`src/rtl/div_approx_macros.svh`:
```
`ifndef DIV_APPROX_MACROS_SVH
`define DIV_APPROX_MACROS_SVH

// datapath widths.
`define DIV_N_W 16
`define DIV_D_W 8

// cells with column plus row below this depth may run approximate.
`define DIV_APPROX_DEPTH 6

// result storage, also the limit on operations in flight.
`define DIV_FIFO_DEPTH 8
`define DIV_CNT_W 4

// apb register offsets.
`define DIV_ADDR_OPERAND 4'h0
`define DIV_ADDR_CTRL 4'h4
`define DIV_ADDR_RESULT 4'h8
`define DIV_ADDR_STATUS 4'hC

`endif

```
`src/rtl/div_pkg.sv`:
```
`include "div_approx_macros.svh"

package div_pkg;

  // register map.
  typedef enum logic [3:0] {
    ADDR_OPERAND = `DIV_ADDR_OPERAND,
    ADDR_CTRL    = `DIV_ADDR_CTRL,
    ADDR_RESULT  = `DIV_ADDR_RESULT,
    ADDR_STATUS  = `DIV_ADDR_STATUS
  } div_addr_e;

  // one division as it moves down the array.
  typedef struct packed {
    logic [`DIV_N_W-1:0] dividend;
    logic [`DIV_D_W-1:0] divisor;
    logic [`DIV_D_W-1:0] prem;       // partial remainder.
    logic [`DIV_D_W-1:0] quo;        // quotient bits resolved so far.
    logic                approx_en;  // mode picked at launch.
  } div_op_t;

endpackage

```
`src/rtl/div_stage_if.sv`:
```
`timescale 1ns/1ps

interface div_stage_if
  import div_pkg::*;
(
  input logic clk,
  input logic rst_n
);

  logic    valid;
  div_op_t op;

  // no ready, the next stage always takes the payload.
  modport src (
    input  clk,
    input  rst_n,
    output valid,
    output op
  );

  modport dst (
    input clk,
    input rst_n,
    input valid,
    input op
  );

endinterface

```
`src/rtl/div_apb_regs.sv`:
```
`timescale 1ns/1ps
`include "div_approx_macros.svh"

module div_apb_regs
  import div_pkg::*;
(
  input  logic        clk,
  input  logic        rst_n,
  input  logic        psel,
  input  logic        penable,
  input  logic        pwrite,
  input  logic [3:0]  paddr,
  input  logic [31:0] pwdata,
  output logic [31:0] prdata,
  output logic        pready,
  output logic        pslverr,
  div_stage_if.src    launch,
  output logic        rd_pop,
  input  div_op_t     fifo_head,
  input  logic        fifo_valid,
  input  logic [3:0]  fifo_count
);

  div_addr_e             addr;
  div_op_t               first_op;
  logic                  access;
  logic                  mapped;
  logic                  credits_full;
  logic                  wr_operand;
  logic                  wr_ctrl;
  logic                  approx_en;
  logic [`DIV_CNT_W-1:0] credits;
  logic [`DIV_CNT_W-1:0] in_flight;

  assign addr   = div_addr_e'(paddr);
  assign access = psel & penable;

  always_comb begin
    case (addr)
      ADDR_OPERAND, ADDR_CTRL, ADDR_RESULT, ADDR_STATUS: mapped = 1'b1;
      default: mapped = 1'b0;
    endcase
  end

  // every slot taken by the array or the fifo.
  assign credits_full = (credits == `DIV_CNT_W'(`DIV_FIFO_DEPTH));

  // an operand write waits here until a result read frees a slot.
  assign pready  = ~(access & pwrite & (addr == ADDR_OPERAND) & credits_full);
  assign pslverr = access & ~mapped;

  assign wr_operand = access & pwrite & (addr == ADDR_OPERAND) & ~credits_full;
  assign wr_ctrl    = access & pwrite & (addr == ADDR_CTRL);
  assign rd_pop     = access & ~pwrite & (addr == ADDR_RESULT) & fifo_valid;

  assign in_flight = credits - fifo_count;  // ops still in the rows.

  always_comb begin
    prdata = '0;
    if (psel & ~pwrite) begin
      case (addr)
        ADDR_CTRL: prdata[0] = approx_en;
        ADDR_RESULT: begin
          if (fifo_valid) begin
            prdata[16:0] = {1'b1, fifo_head.prem, fifo_head.quo};
          end
        end
        ADDR_STATUS: prdata[7:0] = {in_flight, fifo_count};
        default: prdata = '0;
      endcase
    end
  end

  always_ff @(posedge clk or negedge rst_n) begin
    if (!rst_n) begin
      approx_en <= 1'b1;
    end else if (wr_ctrl) begin
      approx_en <= pwdata[0];
    end
  end

  always_ff @(posedge clk or negedge rst_n) begin
    if (!rst_n) begin
      credits <= '0;
    end else begin
      case ({wr_operand, rd_pop})
        2'b10: credits <= credits + 1'b1;
        2'b01: credits <= credits - 1'b1;
        default: credits <= credits;
      endcase
    end
  end

  // partial remainder and quotient start at zero.
  always_comb begin
    first_op           = '0;
    first_op.dividend  = pwdata[`DIV_N_W-1:0];
    first_op.divisor   = pwdata[`DIV_N_W +: `DIV_D_W];
    first_op.approx_en = approx_en;
  end

  always_ff @(posedge clk or negedge rst_n) begin
    if (!rst_n) begin
      launch.valid <= 1'b0;
    end else begin
      launch.valid <= wr_operand;
    end
  end

  always_ff @(posedge clk) begin
    if (wr_operand) begin
      launch.op <= first_op;
    end
  end

endmodule

```
`src/rtl/div_row.sv`:
```
`timescale 1ns/1ps
`include "div_approx_macros.svh"

module div_row
  import div_pkg::*;
#(
  parameter int ROW = 7
) (
  input  logic     clk,
  input  logic     rst_n,
  div_stage_if.dst up,
  div_stage_if.src down
);

  div_op_t             op_in;
  div_op_t             op_next;
  logic [`DIV_D_W-1:0] x;
  logic [`DIV_D_W-1:0] y;
  logic [`DIV_D_W-1:0] r_next;
  logic                top;
  logic                q_bit;
  wire  [`DIV_D_W-1:0] diff;
  wire  [`DIV_D_W:0]   borrow;

  assign op_in = up.op;
  assign y     = op_in.divisor;

  // minuend for this row.
  if (ROW == `DIV_D_W - 1) begin : g_first
    assign x   = op_in.dividend[`DIV_N_W-2 -: `DIV_D_W];
    assign top = op_in.dividend[`DIV_N_W-1];
  end else begin : g_next
    assign x   = {op_in.prem[`DIV_D_W-2:0], op_in.dividend[ROW]};
    assign top = op_in.prem[`DIV_D_W-1];
  end

  assign borrow[0] = 1'b0;

  for (genvar j = 0; j < `DIV_D_W; j++) begin : g_cell
    wire approx;
    wire xb;
    wire yb;
    wire bin;

    if (j + ROW < `DIV_APPROX_DEPTH) begin : g_corner
      assign approx = op_in.approx_en;
    end else begin : g_exact
      assign approx = 1'b0;
    end

    assign xb  = x[j];
    assign yb  = y[j];
    assign bin = borrow[j];

    // approximate cell drops some borrow and difference terms.
    assign borrow[j+1] = approx ? (yb & ~(xb & bin))
                                : ((~xb & yb) | (~(xb ^ yb) & bin));
    assign diff[j]     = approx ? ((xb & ~yb) | (~xb & yb & bin) | (xb & yb & ~bin))
                                : (xb ^ yb ^ bin);
  end

  // subtract succeeds when there is a carried-out top bit or no borrow.
  assign q_bit  = top | ~borrow[`DIV_D_W];
  assign r_next = q_bit ? diff : x;

  always_comb begin
    op_next          = op_in;
    op_next.prem     = r_next;
    op_next.quo[ROW] = q_bit;
  end

  always_ff @(posedge clk or negedge rst_n) begin
    if (!rst_n) begin
      down.valid <= 1'b0;
    end else begin
      down.valid <= up.valid;
    end
  end

  always_ff @(posedge clk) begin
    if (up.valid) begin
      down.op <= op_next;
    end
  end

endmodule

```
`src/rtl/div_result_fifo.sv`:
```
`timescale 1ns/1ps
`include "div_approx_macros.svh"

module div_result_fifo
  import div_pkg::*;
(
  input  logic                  clk,
  input  logic                  rst_n,
  div_stage_if.dst              tail,
  input  logic                  rd_pop,
  output div_op_t               head,
  output logic                  head_valid,
  output logic [`DIV_CNT_W-1:0] count
);

  localparam int PTR_W = $clog2(`DIV_FIFO_DEPTH);

  div_op_t          mem [`DIV_FIFO_DEPTH];
  logic [PTR_W-1:0] wr_ptr;
  logic [PTR_W-1:0] rd_ptr;
  logic             push;
  logic             pop;

  // credits keep the array from pushing into a full buffer.
  assign push = tail.valid;
  assign pop  = rd_pop & head_valid;

  assign head       = mem[rd_ptr];
  assign head_valid = (count != '0);

  always_ff @(posedge clk) begin
    if (push) begin
      mem[wr_ptr] <= tail.op;
    end
  end

  always_ff @(posedge clk or negedge rst_n) begin
    if (!rst_n) begin
      wr_ptr <= '0;
      rd_ptr <= '0;
    end else begin
      if (push) begin
        wr_ptr <= (wr_ptr == PTR_W'(`DIV_FIFO_DEPTH - 1)) ? '0 : wr_ptr + 1'b1;
      end
      if (pop) begin
        rd_ptr <= (rd_ptr == PTR_W'(`DIV_FIFO_DEPTH - 1)) ? '0 : rd_ptr + 1'b1;
      end
    end
  end

  always_ff @(posedge clk or negedge rst_n) begin
    if (!rst_n) begin
      count <= '0;
    end else begin
      case ({push, pop})
        2'b10: count <= count + 1'b1;
        2'b01: count <= count - 1'b1;
        default: count <= count;  // both or neither.
      endcase
    end
  end

endmodule

```
`src/rtl/approx_div_top.sv`:
```
`timescale 1ns/1ps
`include "div_approx_macros.svh"

module approx_div_top
  import div_pkg::*;
(
  input  logic        clk,
  input  logic        rst_n,
  input  logic        psel,
  input  logic        penable,
  input  logic        pwrite,
  input  logic [3:0]  paddr,
  input  logic [31:0] pwdata,
  output logic [31:0] prdata,
  output logic        pready,
  output logic        pslverr
);

  div_op_t               fifo_head;
  logic                  fifo_valid;
  logic [`DIV_CNT_W-1:0] fifo_count;
  logic                  rd_pop;

  // stage_if[8] is the launch, stage_if[0] feeds the fifo.
  div_stage_if stage_if [`DIV_D_W+1] (.clk(clk), .rst_n(rst_n));

  div_apb_regs div_apb_regs_i (
    .clk        (clk),
    .rst_n      (rst_n),
    .psel       (psel),
    .penable    (penable),
    .pwrite     (pwrite),
    .paddr      (paddr),
    .pwdata     (pwdata),
    .prdata     (prdata),
    .pready     (pready),
    .pslverr    (pslverr),
    .launch     (stage_if[`DIV_D_W]),
    .rd_pop     (rd_pop),
    .fifo_head  (fifo_head),
    .fifo_valid (fifo_valid),
    .fifo_count (fifo_count)
  );

  for (genvar k = 0; k < `DIV_D_W; k++) begin : g_row
    div_row #(.ROW(k)) div_row_i (
      .clk   (clk),
      .rst_n (rst_n),
      .up    (stage_if[k+1]),
      .down  (stage_if[k])
    );
  end

  div_result_fifo div_result_fifo_i (
    .clk        (clk),
    .rst_n      (rst_n),
    .tail       (stage_if[0]),
    .rd_pop     (rd_pop),
    .head       (fifo_head),
    .head_valid (fifo_valid),
    .count      (fifo_count)
  );

endmodule

```
`config.mk`:
```
export PLATFORM = sky130hd
export DESIGN_NAME = approx_div_top
export DESIGN_NICKNAME = d
export VERILOG_FILES = /design/src/rtl/div_pkg.sv /design/src/rtl/div_stage_if.sv /design/src/rtl/div_apb_regs.sv /design/src/rtl/div_row.sv /design/src/rtl/div_result_fifo.sv /design/src/rtl/approx_div_top.sv
export VERILOG_INCLUDE_DIRS = /design/src /design/src/rtl
export SDC_FILE = /design/constraint.sdc
export NUM_CORES = 1
export LEC_CHECK = 0
export BUFFER_PORTS_ARGS = -buffer_cell sky130_fd_sc_hd__buf_2
export CORE_UTILIZATION = 55
export CTS_BUF_LIST = sky130_fd_sc_hd__clkbuf_4
export CTS_CLUSTER_SIZE = 10
export DETAILED_ROUTE_END_ITERATION = 10
export PLACE_DENSITY = 0.79
export SKIP_CTS_REPAIR_TIMING = 1
export SYNTH_ARGS = -nofsm -noshare
export SYNTH_HDL_FRONTEND = slang
export SYNTH_SLANG_ARGS = --single-unit
```
`constraint.sdc`:
```
create_clock -name clk -period 9.5 [get_ports clk]
set_clock_uncertainty 0.1 [all_clocks]
set_input_delay 2.375 -clock clk [delete_from_list [all_inputs] [get_ports clk]]
set_output_delay 2.375 -clock clk [all_outputs]
set_load 0.02 [all_outputs]
```
==> metrics.txt, run 1 <==
top-count cell post-synth edfxtp_1; reg2reg setup slack 2650 ps; Crit path required time 9850 ps; pwr dens ~180 nW/um^2; R2R depth 21; Yosys top cell by area edfxtp_1; total wire length 25,100 microns; Critical Path Start g_row[1].div_row_i.down.op[17]; r2r startpoint g_row[1].div_row_i.down.op[17]; FF-to-FF End g_row[0].div_row_i.down.op[13]; Fill cells ~2,100; adder-cell share of the synthesized area about 13%; post-synthesis cell type count 60; worst min path class register to register; Pre-antenna DRT Iters 5; IO Port Bufs 51; Antenna Nets Post-Route 0; final hold vios 0; Die ar. slightly above 30,000 sq um; Num Clock Sinks between 300 and 400; crit-path leading delay family adder cells; gpl congestion 0.753; DR vias/cell 5.28; core area ~30,000 sq um; Max Clk Rate about 0.15 GHz; Synth Area in XOR/XNOR less than 1%; Mean Syn Cell Area approximately 16 sq um; critical-path cell list ha_1, mux2_2, fa_1, mux2_2, fa_1, mux2_2, fa_1, nor2_1, a21oi_1, and2_1, fa_1, a211o_1, fa_1, nor2b_1, a31o_2, fa_1, fa_1, nor2b_1, a2111oi_0, a21boi_0, nor3_1; largest family of logic cells by synthesized area adder cells; crit path DAT between 7000 and 8000 ps; share of cells above drive strength 1 between 20% and 30%; CP max FO 8; vias in the first global route ~9,000; CTS buffer count 90; number of synthesized flops with an enable pin between 300 and 400; Top Ports 75; slowest CP cell edfxtp_1; Setup TNS 0 ps; DR WL/cell approximately 16 microns; largest net degree at the start of global routing 35; Starting Density a little under three fifths; critical path class register to register; synth cell count leaders edfxtp_1, inv_1, ha_1; setup violators final 0; element type at the critical path start register; CTS root buf clkbuf_4; TritonCTS clock tree yes; ys async rst share under 10%; mux contribution to synthesized area just over 8%; Hold Startpoint g_row[1].div_row_i.down.op[3]; status finished clean; die width around 180 microns; LEAKAGE between 7 and 8 nW; clk_lat worst skew 720 ps; Seq/Total Area, Yosys 65.3%; most used cell, CP fa_1; H-Tree Depth 3; Final Critical Period about 7000 ps; synth-to-layout area growth 10.6%; fin cells approximately 1,600; Yosys top cell area share between 60% and 70%; DRC viols 0; YS warnings 0; Worst path depth 21; Synth Area in Compound Gates 4.66%; Max VDD drop 0.115 mV; synthesis-stage register bit count between 300 and 400; Relative slew margins 23.1%; simple-gate share of the synthesized area under 10%; post-placement cell count around 1,500; predominant post-synthesis flop cell edfxtp_1; Post-Synthesis Cells roughly 1,000; initial antenna violation count 2; Worst Max-Slew Pin Slew about 1200 ps; Nets 1,333; RSZ-0062 raised after global routing no; Worst path max stage delay 500 ps; GR Overflow Total 0; first-pass GRT wire length 42,100 microns; clock slew at reported path FFs about 60 ps; DRT iter0 DRCs around 390; GRT Util Overall between 15 and 20%; CP Capture Type register; Die Span Y between 150 and 200 microns; max-cap violations 0; DP HPWL about 17,000 microns; # rows 63; Post-Syn Area around 17,000 sq um; buffers plus inverters on the worst setup path 0; synth top area cells edfxtp_1, fa_1, ha_1; Final Max Slew Viols 0; clock buffer depth 3; via count roughly 8,500; final critical-path share of the clock period 72.1%; crit path to g_row[0].div_row_i.down.op[13]
-- state kept, by name, indices dropped and copies added, names as in the netlist --
register	flops
div_apb_regs_i.approx_en	1
div_apb_regs_i.credits	4
div_apb_regs_i.launch.op	25
div_apb_regs_i.launch.valid	1
div_result_fifo_i.count	4
div_result_fifo_i.mem	128
div_result_fifo_i.rd_ptr	3
div_result_fifo_i.wr_ptr	3
g_row.div_row_i.down.op	191
g_row.div_row_i.down.valid	8
-- layout by cell type (no fill, tap or decap), types with 10 or more instances in the layout --
| cell type | synthesis | final |
|---|---|---|
| nand2b_1 | 11 | 11 |
| o22ai_1 | 10 | 10 |
| mux2_2 | 24 | 24 |
| nand2_1 | 20 | 20 |
| dfrtp_1 | 23 | 23 |
| fa_1 | 59 | 59 |
| buf_2 | 6 | 51 |
| mux2i_1 | 31 | 31 |
| nor2_1 | 68 | 62 |
| clkinv_1 | 1 | 24 |
| inv_1 | 114 | 114 |
| mux4_2 | 32 | 32 |
| clkbuf_4 | 0 | 127 |
| edfxtp_1 | 344 | 344 |
| a21oi_1 | 55 | 55 |
| conb_1 | 1 | 15 |
| ha_1 | 78 | 78 |
| o21ai_0 | 22 | 22 |
-- through the flow --
stage	worst slack [ps]	util, %	hold WS (ps)	power [mW]	cell area, sq um
final	2650	62.2	279	3.26	18500
after global routing	2240	62.2	302	3.41	18500
after CTS	2610	62.1	290	3.30	18500
after detailed placement	2620	58.2	305	2.02	17300
after global placement	2720	58.2	301	2.01	17300
after floorplan	2950	-	300	1.97	16800
-- worst register-to-register path: cells and delay by family (launching register included) --
kind	cells	cell delay, ps
multiplexers	3	830
AO/OA/AOI/OAI	5	1250
flip-flops	1	500
AND/OR/NAND/NOR	5	750
adder cells (fa/ha/maj)	8	3180
-- worst min-delay path by stage --
stage	to	slack, ps	cells after the start
floorplan	g_row[0].div_row_i.down.op[2]	300	0
global placement	g_row[6].div_row_i.down.op[29]	300	0
detailed placement	g_row[0].div_row_i.down.op[2]	300	0
CTS	g_row[1].div_row_i.down.op[7]	290	0
global route	g_row[1].div_row_i.down.op[7]	300	0
finish	g_row[0].div_row_i.down.op[3]	280	0
-- report_power, final --
part	switching, mW	total [mW]	leakage (nW)	internal (mW)
logic	0.0996	0.190	2.92	0.0907
registers	0.0237	1.79	3.41	1.77
clock network	0.621	1.28	0.683	0.658
total	0.744	3.26	7.01	2.52
-- kinds of logic after synthesis --
kind of cell	Yosys count
compound gates	128
xor+xnor	7
fa+ha+maj	137
buf+inv	165
flops	368
mux	90
other cells	1
simple gates	147
-- area by class of cell --
type / instances / area (sq um) / area share (%)
Sequential cell: 368 / 10900 / 59.0
Multi-Input combinational cell: 524 / 5200 / 28.1
Clock buffer: 127 / 953 / 5.15
Tap cell: 390 / 488 / 2.63
Inverter: 116 / 438 / 2.36
Timing Repair Buffer: 55 / 285 / 1.54
Clock inverter: 36 / 218 / 1.18
Antenna cell: 2 / 5.00 / 0.0270
-- per-layer routing --
| metal | GRT usage, % | vias to the layer above | wire length [microns] |
|---|---|---|---|
| met2 | 30.6 | 201 | 13400 |
| li1 | - | 4058 | - |
| met5 | 0 | - | 0 |
| met1 | 20.0 | 4239 | 10000 |
| met3 | 4.16 | 51 | 1260 |
| met4 | 7.15 | 0 | 472 |
Note: power is estimated with default switching activity, not from simulation.
==> run 2: changes to the inputs <==
clock period = 7.1 ns   (was 9.5 ns; I/O delays follow)
==> run 2 against run 1 <==
  * Non-clock buffer count increased by 6
  * Sequential power increased by 34%
  * Combinational power increased by 35%
  * Flip-flop and latch count unchanged
  * Die area unchanged
  * Core utilization increased by 0.21 points
  * Clock power increased by 36%
  * Worst setup slack got worse by 2300 ps
  * Final area increased by 0.34%
  * Critical endpoint is now g_row[0].div_row_i.down.op[14]
==> metrics.txt, run 2 (same netlist as run 1, synthesis figures left out) <==
Worst path max stage delay approximately 600 ps; DRT iter0 DRCs 500; share of cells above drive strength 1 approximately 23%; Antenna Nets Post-Route 0; number of flip-flops under the largest register name 191; Max VDD drop between 0.15 and 0.2 mV; Die ar. ~31,000 sq um; final critical-path share of the clock period a little over nine tenths; Final Max Slew Viols 0; worst min path class register to register; crit path to g_row[0].div_row_i.down.op[14]; R2R depth 21; clock buffer depth 3; CP Capture Type register; crit path DAT between 7000 and 8000 ps; vias in the first global route 9,159; Num Clock Sinks roughly 370; critical path class register to register; Starting Density approximately 56%; Die Span Y between 150 and 200 microns; area of the multi-input gates approximately 5200 sq um; Pre-antenna DRT Iters 5; CTS root buf clkbuf_4; reg2reg setup slack approximately 360 ps; core area about 30,000 sq um; largest net degree at the start of global routing 28; Seq. cell area 10,900 sq um; CTS buffer count a little over 90; die width 176 microns; most used cell, CP fa_1; final hold vios 0; GRT Util Overall 18.1%; setup violators final 0; first-pass GRT wire length ~44,000 microns; element type at the critical path start register; Top Ports 75; Max Clk Rate around 0.15 GHz; TritonCTS clock tree yes; clock slew at reported path FFs 60 ps; Worst Max-Slew Pin Slew 1230 ps; Final Instance Area about 19,000 sq um; DR vias/cell ~5.3; r2r startpoint g_row[1].div_row_i.down.op[17]; via count between 8,000 and 9,000; CP max FO 5; initial antenna violation count 2; Relative slew margins 18.2%; critical-path cell list ha_1, mux2_2, fa_1, mux2_2, fa_1, mux2_2, fa_1, nor2_1, a21oi_1, and2_1, fa_1, a211o_1, fa_1, nor2b_1, a31o_2, fa_1, fa_1, nand3b_1, or4b_2, nor3_1, nor3_1; # rows 63; pwr dens roughly 240 nW/um^2; max-cap violations 0; total wire length 26,300 microns; synth-to-layout area growth 11.0%; DRC viols 0; status finished clean; Setup TNS 0 ps; Largest Register g_row.div_row_i.down.op; hold_ws 309 ps; DR WL/cell between 15 and 20 microns; LEAKAGE a little over 7 nW; IO Port Bufs 51; Critical Path Start g_row[1].div_row_i.down.op[17]; Fill cells around 2,100; biggest regs g_row.div_row_i.down.op x191, div_result_fifo_i.mem x128, div_apb_regs_i.launch.op x25; FF-to-FF End g_row[0].div_row_i.down.op[14]; DP HPWL roughly 17,000 microns; Area after DPL 17,400 sq um; Crit path required time 7430 ps; Finished Core Util a little over 60%; Nets ~1,300; leading cell type in the layout, fill and taps excluded edfxtp_1; slowest CP cell or4b_2; RSZ-0062 raised after global routing no; GR Overflow Total 0; most frequent cells in the layout edfxtp_1, clkbuf_4, inv_1; clk_lat worst skew 720 ps; gpl congestion around 0.76; H-Tree Depth 3; Final Critical Period 6740 ps
## run 2: cell type report
type | count | area share, %
sequential | 368 | 58.8
multi-input combinational | 524 | 28.0
antenna | 2 | 0.0269
tap | 390 | 2.63
clock buffer | 137 | 5.53
clock inverter | 29 | 0.862
timing repair buffer | 61 | 1.78
inverter | 116 | 2.36
## run 2: per-stage QoR
step | cells | total power [mW] | setup slack [ps]
finish | 1627 | 4.40 | 358
detailed placement | 1456 | 2.71 | 345
floorplan | 1057 | 2.64 | 546
CTS | 1622 | 4.45 | 321
global route | 1626 | 4.59 | 23.5
global placement | 1456 | 2.69 | 395
## run 2: critical path: cells and delay by family (launching register included)
family          cells  cell delay [ps]
mux                 3              830
fa+ha+maj           8             3180
flops               1              450
simple gates        7             1350
compound gates      3              580
## run 2: report_power, final
part / switching (mW) / internal [mW]
clock network: 0.817 / 0.925
logic: 0.134 / 0.122
registers: 0.0369 / 2.37
## run 2: worst min-delay path by stage
stage	from	to	slack [ps]	cells past startpoint
2_1_floorplan	g_row[1].div_row_i.down.op[2]	g_row[0].div_row_i.down.op[2]	300	0
3_3_place_gp	g_row[3].div_row_i.down.op[8]	g_row[2].div_row_i.down.op[8]	300	0
3_5_place_dp	g_row[1].div_row_i.down.op[3]	g_row[0].div_row_i.down.op[3]	300	0
4_1_cts	g_row[1].div_row_i.down.op[2]	g_row[0].div_row_i.down.op[2]	310	0
5_1_grt	g_row[1].div_row_i.down.op[3]	g_row[0].div_row_i.down.op[3]	320	0
6_report	g_row[5].div_row_i.down.op[7]	g_row[4].div_row_i.down.op[7]	310	0
## run 2: metal layers
layer	vias up	part of all wire (%)	global-route usage, %
met5	-	0	0
met4	0	2.7	8.37
met3	57	4.7	4.07
met2	210	53	32.0
met1	4277	39	21.0
li1	4074	-	-
==> run 3: changes to the inputs <==
CORE_MARGIN = 1.5   (was default)
==> run 3 against run 2 <==
  * Critical endpoint is now g_row[0].div_row_i.down.op[13]
  * Global-route usage is 0.96 points lower
  * Largest power group unchanged
  * Worst setup slack got worse by 32 ps
  * Flip-flop and latch count unchanged
  * Critical path depth did not move
==> metrics.txt, run 3 (same netlist as run 1, synthesis figures left out) <==
status finished clean; NetSw between 1 and 1.5 mW; final hold vios 0; FF-to-FF End g_row[0].div_row_i.down.op[13]; Worst Max-Slew Pin Slew 1120 ps; TritonCTS clock tree yes; buffers plus inverters on the worst setup path 0; Crit path required time between 7000 and 8000 ps; Clock Power Share 39.2%; clock buffer depth 3; most frequent cells in the layout edfxtp_1, clkbuf_4, inv_1; Fill cells approximately 2,200; die width ~180 microns; Max Clk Rate about 0.15 GHz; met2 Use GR a little under a third; number of flip-flops under the largest register name roughly 190; Design Power 4.36 mW; Largest Register g_row.div_row_i.down.op; GRT Max-Usage Layer met2; Setup TNS 0 ps; CP max FO 8; Max VDD drop 0.185 mV; CTS root buf clkbuf_4; GRT Util Overall about 17%; slowest CP cell edfxtp_1; element type at the critical path start register; Final Critical Period approximately 6800 ps; Worst path depth 21; setup violators final 0; Nets 1,339; initial antenna violation count 1; via count around 8,500; r2r startpoint g_row[1].div_row_i.down.op[17]; CTS buffer count 91; Die Span Y 177 microns; Net Sw Frac between 20% and 30%; leading cell type in the layout, fill and taps excluded edfxtp_1; crit-path leading delay family adder cells; Finished Core Util roughly 62%; Hold EP g_row[5].div_row_i.down.op[8]; total wire length 25,300 microns; vias in the first global route ~9,000; Top Ports 75; Worst path max stage delay 460 ps; Pint between 3 and 4 mW; Worst Hold Depth 0; Pre-antenna DRT Iters 4; final critical-path share of the clock period a little over nine tenths; register share of total power a little over half; worst min path class register to register; first-pass GRT wire length ~42,000 microns; Comb pwr share under 10%; most used cell, CP fa_1; GR Overflow Total 0; IO Port Bufs 51; DR vias/cell around 5.2; Die ar. about 32,000 sq um; R2R depth 21; clk_lat worst skew just over 700 ps; CP Capture Type register; gpl congestion 0.763; met1 usage around a fifth; DRC viols 0; DP HPWL ~17,000 microns; biggest regs g_row.div_row_i.down.op x191, div_result_fifo_i.mem x128, div_apb_regs_i.launch.op x25; core area about 30,000 sq um; synth-to-layout area growth 10.8%; reg2reg setup slack roughly 330 ps; DRT iter0 DRCs approximately 410; H-Tree Depth 3; crit path DAT about 7100 ps; Hold Startpoint g_row[6].div_row_i.down.op[8]; Relative slew margins between 20 and 25%; largest net degree at the start of global routing 35; LEAKAGE a little over 7 nW; Final Max Slew Viols 0; Antenna Nets Post-Route 0; critical-path cell list ha_1, mux2_2, fa_1, mux2_2, fa_1, mux2_2, fa_1, nor2_1, a21oi_1, and2_1, fa_1, a211o_1, fa_1, nor2b_1, a31o_2, fa_1, fa_1, nor2b_1, a2111oi_0, a21boi_0, nor3_1; pwr dens about 240 nW/um^2; Num Clock Sinks roughly 370; share of cells above drive strength 1 22.6%; DR WL/cell ~16 microns; # rows 63; met3 usage ~4%; max-cap violations 0; Starting Density a little under three fifths; clock slew at reported path FFs ~70 ps; critical path class register to register
run 3: cell types whose count changed in the layout (fill, tap and decap cells not counted), sizes merged:
cell	change
clkinv	+10
diode	-1
buf	-1
clkbuf	-12
run 3: final cells by class:
cell class / count / area (sq um) / share of cell area [%]
Tap cell: 390 / 488 / 2.63
Clock buffer: 125 / 938 / 5.06
Timing Repair Buffer: 60 / 323 / 1.74
Sequential cell: 368 / 10900 / 58.9
Clock inverter: 39 / 229 / 1.23
Multi-Input combinational cell: 524 / 5200 / 28.0
Inverter: 116 / 438 / 2.36
Antenna cell: 1 / 2.50 / 0.0135
run 3: metal layers:
layer	up-vias	part of all wire, %
met3	32	4.7
li1	4065	-
met4	0	1.1
met1	4237	40
met5	-	0
met2	161	54
run 3: how the worst max path moves through the flow:
stage	start	end	slack (ps)
after floorplan	g_row[1].div_row_i.down.op[17]	g_row[0].div_row_i.down.op[13]	550
after global placement	g_row[1].div_row_i.down.op[17]	g_row[0].div_row_i.down.op[14]	390
after detailed placement	g_row[1].div_row_i.down.op[17]	g_row[0].div_row_i.down.op[14]	260
after CTS	g_row[1].div_row_i.down.op[17]	g_row[0].div_row_i.down.op[13]	250
after global routing	g_row[1].div_row_i.down.op[17]	g_row[0].div_row_i.down.op[14]	-5
final	g_row[1].div_row_i.down.op[17]	g_row[0].div_row_i.down.op[13]	330
run 3: stage by stage:
| step | area, sq um | setup WS [ps] | hold WS (ps) | instances |
|---|---|---|---|---|
| finish | 18600 | 326 | 288 | 1623 |
| global route | 18600 | -5.48 | 285 | 1623 |
| CTS | 18500 | 252 | 288 | 1620 |
| detailed placement | 17400 | 257 | 305 | 1456 |
| global placement | 17400 | 389 | 301 | 1456 |
| floorplan | 16800 | 546 | 300 | 1057 |
run 3: power groups by stage:
| stage | logic [mW] | clock network, mW | registers [mW] |
|---|---|---|---|
| 3_5_place_dp | 0.258 | 0 | 2.44 |
| 5_1_grt | 0.284 | 1.88 | 2.40 |
| 2_1_floorplan | 0.207 | 0 | 2.43 |
| 4_1_cts | 0.260 | 1.76 | 2.40 |
| 6_report | 0.256 | 1.71 | 2.40 |
| 3_3_place_gp | 0.250 | 0 | 2.44 |
